<file path="src/hdl/aib_cal_pkg.sv">
/*
 * shared types for the master-side link bring-up controller
 * holds the request/status bundles and the state encodings of the
 * three sequences, modules pull them in with a wildcard import
 */
`default_nettype none

package aib_cal_pkg;

    // ========================================
    // defaults
    // ========================================
    localparam int DEF_SYNC_STAGES = 2; // flops per synchronizer

    // ========================================
    // request and status bundles
    // ========================================
    // asynchronous inputs, the synchronized copy uses the same type
    typedef struct packed {
        logic config_done;        // local configuration complete
        logic remote_osc_xfer_en; // remote confirms osc transfer
        logic remote_tx_lock_req; // rx calibration requests
        logic local_rx_lock_req;
        logic local_rx_dll_lock;  // local rx dll locked
        logic remote_tx_cal_done; // remote tx dcc done
        logic remote_rx_lock_req; // tx calibration requests
        logic local_tx_lock_req;
        logic local_tx_cal_done;  // local tx dcc done
        logic remote_rx_dll_lock;
        logic remote_rx_xfer_en;
    } cal_req_t;

    typedef struct packed {
        logic osc_xfer_en;
        logic osc_xfer_alive;
        logic rx_async_rst;       // high while rx sequence is active
        logic rx_dll_lock_req;
        logic rx_dll_lock;
        logic rx_xfer_en;
        logic tx_async_rst;       // high while tx sequence is active
        logic tx_dcc_cal_req;
        logic tx_dcc_cal_done;
        logic tx_xfer_en;
    } cal_status_t;

    // ========================================
    // sequence states
    // ========================================
    typedef enum logic [1:0] {
        OSC_WAIT    = 2'd0,
        OSC_XFER_EN = 2'd1,
        OSC_ALIVE   = 2'd2
    } osc_state_t;

    // remote tx to local rx
    typedef enum logic [2:0] {
        RX_WAIT            = 3'd0,
        RX_WAIT_REMOTE_CAL = 3'd1,
        RX_LOCK_REQ        = 3'd2,
        RX_LOCKED          = 3'd3,
        RX_XFER_EN         = 3'd4
    } rx_cal_state_t;

    // local tx to remote rx
    typedef enum logic [2:0] {
        TX_WAIT             = 3'd0,
        TX_CAL_REQ          = 3'd1,
        TX_WAIT_REMOTE_LOCK = 3'd2,
        TX_WAIT_REMOTE_XFER = 3'd3,
        TX_XFER_EN          = 3'd4
    } tx_cal_state_t;

endpackage

`default_nettype wire

</file>
<file path="src/hdl/aib_input_sync.sv">
/*
 * synchronizer bank for every asynchronous request and status input
 * each bit runs through SYNC_STAGES reset-to-zero flops on osc_clk
 */
`timescale 1ns/100ps
`default_nettype none

module aib_input_sync #(
    parameter int SYNC_STAGES = 2
) (
    input  logic                  osc_clk,
    input  logic                  ms_reset_n_sync,
    input  aib_cal_pkg::cal_req_t i_req,
    output aib_cal_pkg::cal_req_t o_req_sync
);

    import aib_cal_pkg::*;

    // stage 0 samples the async input, last stage is the safe copy
    cal_req_t sync_q [SYNC_STAGES];

    always_ff @(posedge osc_clk or negedge ms_reset_n_sync) begin
        if (!ms_reset_n_sync) begin
            for (int i = 0; i < SYNC_STAGES; i++) begin
                sync_q[i] <= '0;
            end
        end else begin
            sync_q[0] <= i_req; // metastable stage
            for (int i = 1; i < SYNC_STAGES; i++) begin
                sync_q[i] <= sync_q[i-1];
            end
        end
    end

    assign o_req_sync = sync_q[SYNC_STAGES-1];

endmodule

`default_nettype wire

</file>
<file path="src/hdl/aib_osc_sync_fsm.sv">
/*
 * oscillator transfer bring-up sequence
 * enables the transfer once configured, goes alive when the remote end
 * confirms, and falls back to wait whenever config_done drops
 */
`timescale 1ns/100ps
`default_nettype none

module aib_osc_sync_fsm (
    input  logic                    osc_clk,
    input  logic                    ms_reset_n_sync,
    input  aib_cal_pkg::cal_req_t   i_req_sync,
    output aib_cal_pkg::osc_state_t o_osc_state,
    output logic                    o_osc_alive
);

    import aib_cal_pkg::*;

    osc_state_t osc_q;
    osc_state_t osc_next;

    always_comb begin
        osc_next = osc_q;
        if (!i_req_sync.config_done) begin
            osc_next = OSC_WAIT; // config lost, start over
        end else begin
            case (osc_q)
                OSC_WAIT: begin
                    osc_next = OSC_XFER_EN;
                end
                OSC_XFER_EN: begin
                    if (i_req_sync.remote_osc_xfer_en) begin
                        osc_next = OSC_ALIVE;
                    end
                end
                OSC_ALIVE: begin
                    osc_next = OSC_ALIVE;
                end
                default: begin
                    osc_next = OSC_WAIT;
                end
            endcase
        end
    end

    always_ff @(posedge osc_clk or negedge ms_reset_n_sync) begin
        if (!ms_reset_n_sync) begin
            osc_q <= OSC_WAIT;
        end else begin
            osc_q <= osc_next;
        end
    end

    assign o_osc_state = osc_q;
    assign o_osc_alive = (osc_q == OSC_ALIVE); // gates both calibrations

endmodule

`default_nettype wire

</file>
<file path="src/hdl/aib_rx_cal_fsm.sv">
/*
 * receive calibration sequence, remote tx to local rx
 * waits for the remote dcc calibration, requests the local dll lock and
 * then enables receive transfer, either request dropping aborts it
 */
`timescale 1ns/100ps
`default_nettype none

module aib_rx_cal_fsm (
    input  logic                       osc_clk,
    input  logic                       ms_reset_n_sync,
    input  aib_cal_pkg::cal_req_t      i_req_sync,
    input  logic                       i_osc_alive,
    output aib_cal_pkg::rx_cal_state_t o_rx_state
);

    import aib_cal_pkg::*;

    rx_cal_state_t rx_q;
    rx_cal_state_t rx_next;
    logic          req_any;  // one side asks to start
    logic          req_both; // both sides still asking
    logic          rx_start;

    assign req_any  = i_req_sync.remote_tx_lock_req | i_req_sync.local_rx_lock_req;
    assign req_both = i_req_sync.remote_tx_lock_req & i_req_sync.local_rx_lock_req;
    assign rx_start = i_req_sync.config_done & i_osc_alive & req_any;

    always_comb begin
        rx_next = rx_q;
        case (rx_q)
            RX_WAIT: begin
                if (rx_start) begin
                    rx_next = RX_WAIT_REMOTE_CAL;
                end
            end
            RX_WAIT_REMOTE_CAL: begin
                if (!req_both) begin
                    rx_next = RX_WAIT;
                end else if (i_req_sync.remote_tx_cal_done) begin
                    rx_next = RX_LOCK_REQ;
                end
            end
            RX_LOCK_REQ: begin
                if (!req_both) begin
                    rx_next = RX_WAIT;
                end else if (i_req_sync.local_rx_dll_lock) begin
                    rx_next = RX_LOCKED;
                end
            end
            RX_LOCKED: begin
                if (!req_both) begin
                    rx_next = RX_WAIT;
                end else begin
                    rx_next = RX_XFER_EN; // one cycle in locked
                end
            end
            RX_XFER_EN: begin
                if (!req_both) begin
                    rx_next = RX_WAIT;
                end
            end
            default: begin
                rx_next = RX_WAIT;
            end
        endcase
    end

    always_ff @(posedge osc_clk or negedge ms_reset_n_sync) begin
        if (!ms_reset_n_sync) begin
            rx_q <= RX_WAIT;
        end else begin
            rx_q <= rx_next;
        end
    end

    assign o_rx_state = rx_q;

endmodule

`default_nettype wire

</file>
<file path="src/hdl/aib_tx_cal_fsm.sv">
/*
 * transmit calibration sequence, local tx to remote rx
 * requests the local dcc calibration, then waits for the remote dll lock
 * and the remote receive enable, a dropped request aborts it
 */
`timescale 1ns/100ps
`default_nettype none

module aib_tx_cal_fsm (
    input  logic                       osc_clk,
    input  logic                       ms_reset_n_sync,
    input  aib_cal_pkg::cal_req_t      i_req_sync,
    input  logic                       i_osc_alive,
    output aib_cal_pkg::tx_cal_state_t o_tx_state
);

    import aib_cal_pkg::*;

    tx_cal_state_t tx_q;
    tx_cal_state_t tx_next;
    logic          req_both; // start and stay need both requests
    logic          tx_start;

    assign req_both = i_req_sync.remote_rx_lock_req & i_req_sync.local_tx_lock_req;
    assign tx_start = i_req_sync.config_done & i_osc_alive & req_both;

    always_comb begin
        tx_next = tx_q;
        case (tx_q)
            TX_WAIT: begin
                if (tx_start) begin
                    tx_next = TX_CAL_REQ;
                end
            end
            TX_CAL_REQ: begin
                if (!req_both) begin
                    tx_next = TX_WAIT;
                end else if (i_req_sync.local_tx_cal_done) begin
                    tx_next = TX_WAIT_REMOTE_LOCK;
                end
            end
            TX_WAIT_REMOTE_LOCK: begin
                if (!req_both) begin
                    tx_next = TX_WAIT;
                end else if (i_req_sync.remote_rx_dll_lock) begin
                    tx_next = TX_WAIT_REMOTE_XFER;
                end
            end
            TX_WAIT_REMOTE_XFER: begin
                if (!req_both) begin
                    tx_next = TX_WAIT;
                end else if (i_req_sync.remote_rx_xfer_en) begin
                    tx_next = TX_XFER_EN;
                end
            end
            TX_XFER_EN: begin
                if (!req_both) begin
                    tx_next = TX_WAIT;
                end
            end
            default: begin
                tx_next = TX_WAIT;
            end
        endcase
    end

    always_ff @(posedge osc_clk or negedge ms_reset_n_sync) begin
        if (!ms_reset_n_sync) begin
            tx_q <= TX_WAIT;
        end else begin
            tx_q <= tx_next;
        end
    end

    assign o_tx_state = tx_q;

endmodule

`default_nettype wire

</file>
<file path="src/hdl/aib_status_reg.sv">
/*
 * registered status flags decoded from the three sequence states
 * a flag sets in its own state, clears in the wait state, holds otherwise
 */
`timescale 1ns/100ps
`default_nettype none

module aib_status_reg (
    input  logic                       osc_clk,
    input  logic                       ms_reset_n_sync,
    input  aib_cal_pkg::osc_state_t    i_osc_state,
    input  aib_cal_pkg::rx_cal_state_t i_rx_state,
    input  aib_cal_pkg::tx_cal_state_t i_tx_state,
    output aib_cal_pkg::cal_status_t   o_status
);

    import aib_cal_pkg::*;

    cal_status_t status_q;
    cal_status_t status_next;
    logic        osc_idle;
    logic        rx_idle;
    logic        tx_idle;

    function automatic logic hold_flag(input logic set_c, input logic clr_c, input logic cur);
        logic nxt;
        if (set_c) begin
            nxt = 1'b1;
        end else if (clr_c) begin
            nxt = 1'b0;
        end else begin
            nxt = cur;
        end
        return nxt;
    endfunction

    assign osc_idle = (i_osc_state == OSC_WAIT);
    assign rx_idle  = (i_rx_state == RX_WAIT);
    assign tx_idle  = (i_tx_state == TX_WAIT);

    // ========================================
    // next flag values
    // ========================================
    always_comb begin
        status_next.osc_xfer_en     = hold_flag(i_osc_state == OSC_XFER_EN, osc_idle,
                                                status_q.osc_xfer_en);
        status_next.osc_xfer_alive  = hold_flag(i_osc_state == OSC_ALIVE, osc_idle,
                                                status_q.osc_xfer_alive);
        status_next.rx_async_rst    = !rx_idle; // whole active span
        status_next.rx_dll_lock_req = hold_flag(i_rx_state == RX_LOCK_REQ, rx_idle,
                                                status_q.rx_dll_lock_req);
        status_next.rx_dll_lock     = hold_flag(i_rx_state == RX_LOCKED, rx_idle,
                                                status_q.rx_dll_lock);
        status_next.rx_xfer_en      = hold_flag(i_rx_state == RX_XFER_EN, rx_idle,
                                                status_q.rx_xfer_en);
        status_next.tx_async_rst    = !tx_idle;
        status_next.tx_dcc_cal_req  = hold_flag(i_tx_state == TX_CAL_REQ, tx_idle,
                                                status_q.tx_dcc_cal_req);
        status_next.tx_dcc_cal_done = hold_flag(i_tx_state == TX_WAIT_REMOTE_LOCK, tx_idle,
                                                status_q.tx_dcc_cal_done);
        status_next.tx_xfer_en      = hold_flag(i_tx_state == TX_XFER_EN, tx_idle,
                                                status_q.tx_xfer_en);
    end

    always_ff @(posedge osc_clk or negedge ms_reset_n_sync) begin
        if (!ms_reset_n_sync) begin
            status_q <= '0;
        end else begin
            status_q <= status_next;
        end
    end

    assign o_status = status_q;

endmodule

`default_nettype wire

</file>
<file path="src/hdl/aib_cal_top.sv">
/*
 * master-side link bring-up controller
 * synchronizer bank, oscillator/rx/tx sequences and the status register
 * an input change shows on o_status SYNC_STAGES+2 cycles later
 */
`timescale 1ns/100ps
`default_nettype none

module aib_cal_top #(
    parameter int SYNC_STAGES = aib_cal_pkg::DEF_SYNC_STAGES
) (
    input  logic                     osc_clk,
    input  logic                     ms_reset_n_sync, // already synchronized
    input  aib_cal_pkg::cal_req_t    i_req,
    output aib_cal_pkg::cal_status_t o_status
);

    import aib_cal_pkg::*;

    cal_req_t      req_sync;
    osc_state_t    osc_state;
    logic          osc_alive;
    rx_cal_state_t rx_state;
    tx_cal_state_t tx_state;

    // ========================================
    // input side
    // ========================================
    aib_input_sync #(
        .SYNC_STAGES    (SYNC_STAGES)
    ) aib_input_sync_inst (
        .osc_clk        (osc_clk),
        .ms_reset_n_sync(ms_reset_n_sync),
        .i_req          (i_req),
        .o_req_sync     (req_sync)
    );

    // ========================================
    // sequences
    // ========================================
    aib_osc_sync_fsm aib_osc_sync_fsm_inst (
        .osc_clk        (osc_clk),
        .ms_reset_n_sync(ms_reset_n_sync),
        .i_req_sync     (req_sync),
        .o_osc_state    (osc_state),
        .o_osc_alive    (osc_alive)
    );

    aib_rx_cal_fsm aib_rx_cal_fsm_inst (
        .osc_clk        (osc_clk),
        .ms_reset_n_sync(ms_reset_n_sync),
        .i_req_sync     (req_sync),
        .i_osc_alive    (osc_alive),
        .o_rx_state     (rx_state)
    );

    aib_tx_cal_fsm aib_tx_cal_fsm_inst (
        .osc_clk        (osc_clk),
        .ms_reset_n_sync(ms_reset_n_sync),
        .i_req_sync     (req_sync),
        .i_osc_alive    (osc_alive),
        .o_tx_state     (tx_state)
    );

    // ========================================
    // output side
    // ========================================
    aib_status_reg aib_status_reg_inst (
        .osc_clk        (osc_clk),
        .ms_reset_n_sync(ms_reset_n_sync),
        .i_osc_state    (osc_state),
        .i_rx_state     (rx_state),
        .i_tx_state     (tx_state),
        .o_status       (o_status)
    );

endmodule

`default_nettype wire

</file>
<file path="config.mk">
export PLATFORM = sky130hd
export DESIGN_NAME = aib_cal_top
export DESIGN_NICKNAME = d
export VERILOG_FILES = /design/src/hdl/aib_cal_pkg.sv /design/src/hdl/aib_input_sync.sv /design/src/hdl/aib_osc_sync_fsm.sv /design/src/hdl/aib_rx_cal_fsm.sv /design/src/hdl/aib_tx_cal_fsm.sv /design/src/hdl/aib_status_reg.sv /design/src/hdl/aib_cal_top.sv
export SDC_FILE = /design/constraint.sdc
export NUM_CORES = 1
export LEC_CHECK = 0
export BUFFER_PORTS_ARGS = -buffer_cell sky130_fd_sc_hd__buf_4
export CAP_MARGIN = 25
export CORE_MARGIN = 5
export CORE_UTILIZATION = 49
export DETAILED_ROUTE_END_ITERATION = 12
export MAX_ROUTING_LAYER = met4
export PLACE_DENSITY = 0.73
export SYNTH_ARGS = -nofsm -noshare
export SYNTH_HDL_FRONTEND = slang
export SYNTH_HIERARCHICAL = 1
export SYNTH_SLANG_ARGS = --single-unit
export TNS_END_PERCENT = 50
</file>
<file path="constraint.sdc">
create_clock -name osc_clk -period 1.2 [get_ports osc_clk]
set_input_delay 0.24 -clock osc_clk [delete_from_list [all_inputs] [get_ports osc_clk]]
set_output_delay 0.24 -clock osc_clk [all_outputs]
set_load 0.05 [all_outputs]
</file>
==> impl_metrics.csv <==
group,metric,value,unit
setup_path,end_kind,"flip-flop",
setup_path,crit_path_start_kind,"flip-flop",
yosys,yosys_warnings,6,
global_route,grt_pass1_wl,3980,um
timing,maxSlewViolCount,0,
pwr,ir_drop,1070,uV
cells_and_area,drive_gt1_share,36.2,%
yosys,synth.top_cell.area_share,67.0,%
yosys,ys_seq_area_share,67.0,%
clocking,numCtsBuffers,5,
place,dpl_worst_slack,-7.08,ps
clocking,cts.sinks,40,
pwr,p_leak,0.904,nW
clocking,cts_tree,"yes",
place,gp_congestion,0.701,
timing,slew_headroom,68.6,%
routing,viasPerCell,4.98,
run_status,status,"finished, final reports clean",
floorplan,initial_core_util,50.2,%
global_route,grt_antenna_before_repair,0,
global_route,grt_max_degree,41,
cells_and_area,finalNetCount,164,
yosys,syn_nets,124,
setup_path,worstPathArrival,1450,ps
yosys,synth_cells,108,
floorplan,die_y,65.2,um
setup_path,cp_data_required_time,1480,ps
timing,final.setup.worst_slack,28.2,ps
cells_and_area,instances_no_fill,182,
floorplan,ioPinCount,23,
global_route,grt_pass1_vias,915,
yosys,ys_types,26,
timing,rsz0062_at_grt,"yes",
yosys,netlist_top_cells_area,"dfrtp_1 67%, buf_4 5.5%, ha_1 2.5%",
clocking,h-tree-depth,2,
clocking,clockBufferDepth,2,
worst_hold_path,min_from,"aib_input_sync_inst/sync_q[12]",
yosys,synth.ff_latch_count,40,
clocking,ctsRootBufferMaster,"clkbuf_4",
place,hpwl,1510,um
setup_path,criticalPathCategory,"flip-flop to flip-flop",
floorplan,die_x,65.2,um
place,portBuffers,22,
job,maxCapViolations,0,
timing,skew,6.39,ps
global_route,grt_usage,12.8,%
timing,worst_pin_slew,471,ps
yosys,post-synth-top-area-cell,"dfrtp_1",
clocking,clock_latency,340,ps
routing,wl_per_cell,12.4,um
global_route,gr-total-overflow,0,
routing,drt_iter0_drc,21,
timing,hold_viol,0,
timing,setup_viol,0,
cells_and_area,diodes,0,
yosys,synth_area,1490,um2
routing,final_antenna_net_count,0,
clocking,clk_pin_slew,120,ps
setup_path,reg2reg_from,"aib_rx_cal_fsm_inst/o_rx_state[1]",
yosys,synth_area_per_cell,13.8,um2
worst_hold_path,hold_class,"flip-flop to flip-flop",
timing,fin_crit_sh,97.7,%
routing,dr.pass1.iters,4,
place,place_inst,159,
timing,fmaxAchievable,853,MHz
cells_and_area,syn_to_final_growth,27.9,%
floorplan,coreArea,2980,um2
routing,num_vias,907,
timing,fin_crit,1170,ps
pwr,power_density,1490,nW/um2
setup_path,crit_fanout,4,
floorplan,die-area,4250,um2
routing,wl,2250,um
setup_path,crit_start,"aib_rx_cal_fsm_inst/o_rx_state[1]",
cells_and_area,final_util,64.2,%
floorplan,rows,20,
routing,drt_drc_violations_left,0,
==> state kept, by name, summed over array words and instances, names as in the netlist <==
name                               flops
aib_input_sync_inst/sync_q            11
aib_osc_sync_fsm_inst/o_osc_state      2
aib_rx_cal_fsm_inst/o_rx_state         3
aib_status_reg_inst/o_status          10
aib_input_sync_inst/o_req_sync        11
aib_tx_cal_fsm_inst/o_tx_state         3
==> worst max-delay path: stages, from the launching register on <==
cell and delay (ps):
dfrtp_1 420, or3b_1 380, a21o_1 180, a21oi_2 130
==> where the power goes <==
part	switching, mW	internal, mW
clock network	0.425	0.233
registers	0.0806	1.46
logic	0.330	0.314
total	0.836	2.01
==> final cells by class <==
type                       instances  area [um2]
clock buffer                       6        41.3
tap                               33        41.3
clock inverter                     2        16.3
inverter                           2        7.51
sequential                        40        1000
timing repair buffer              44         387
multi-input combinational         55         414
fill                             230        1070
==> cell families after synthesis <==
kind of cell	share of synthesized area (%)
AOI/OAI and AO/OA	5.28
buffers and inverters	6.03
DFF	67.0
adders and majority gates	2.51
muxes	7.79
and+or+nand+nor	11.4
==> placed cells by master (no fill, tap or decap), types with 2 or more instances in the layout <==
cell type,instances
dfrtp_1,38
buf_4,25
dlygate4sd3_1,12
nand2_1,9
nor2_1,7
buf_6,7
clkbuf_4,5
mux2i_1,3
nor2b_1,3
a21oi_1,3
o21ai_0,3
mux2_1,3
ha_1,2
nor3_1,2
nand3b_1,2
dfrtp_2,2
or3_1,2
mux2_2,2
mux2_4,2
==> synth_stat cells <==
cell       count
a21oi_2        1
dfrtp_1       40
or3_1          2
and3b_2        1
buf_4         11
nor2b_4        1
a21o_1         1
o2111ai_1      1
a311oi_1       1
nor2b_1        3
mux2_4         2
or3b_2         1
mux2_2         2
nor2_1         8
nand4b_1       1
or3b_1         1
ha_1           3
mux2i_1        3
a2111oi_2      1
a21oi_1        3
o21ai_0        3
mux2_1         3
nor3_1         2
nand2_1        9
nand3b_1       2
inv_1          2
==> through the flow <==
stage                     setup TNS (ps)  power [mW]  area [um2]  hold slack, ps
after floorplan                        0        1.94        1490           -55.6
after global placement                 0        2.10        1670             229
after detailed placement           -7.08        2.13        1670             235
after CTS                              0        2.82        1850             360
after global routing               -35.4        3.01        1910             374
final                                  0        2.84        1910             359
==> final timing paths <==
kind / end / slack [ps] / cells past startpoint
worst max-delay path: aib_rx_cal_fsm_inst/o_rx_state[0] / 30 / 3
worst min-delay path: aib_input_sync_inst/o_req_sync[1] / 360 / 0
worst max register to register: aib_rx_cal_fsm_inst/o_rx_state[0] / 30 / 3
worst min register to register: aib_input_sync_inst/o_req_sync[1] / 360 / 0
max in group asynchronous: aib_tx_cal_fsm_inst/o_tx_state[0] / 450 / 2
min in group asynchronous: aib_rx_cal_fsm_inst/o_rx_state[1] / 400 / 2
==> layer usage <==
layer / part of all wire (%) / vias to the layer above / track usage (%)
met2: 52 / 28 / 20.0
met1: 41 / 443 / 14.9
met3: 6.9 / 2 / 5.64
met5: 0 / - / -
li1: - / 434 / -
met4: 0.36 / 0 / 3.89
==> timing repair <==
action                                  in CTS  in global routing
gates resized for setup                      2                 13
hold endpoints to repair                    51                  0
buffers inserted                             0                  3
pin swaps                                    2                  1
endpoints found under the setup margin       3                 10
hold buffers                                12                  0
(Power assumes the default switching activity.)
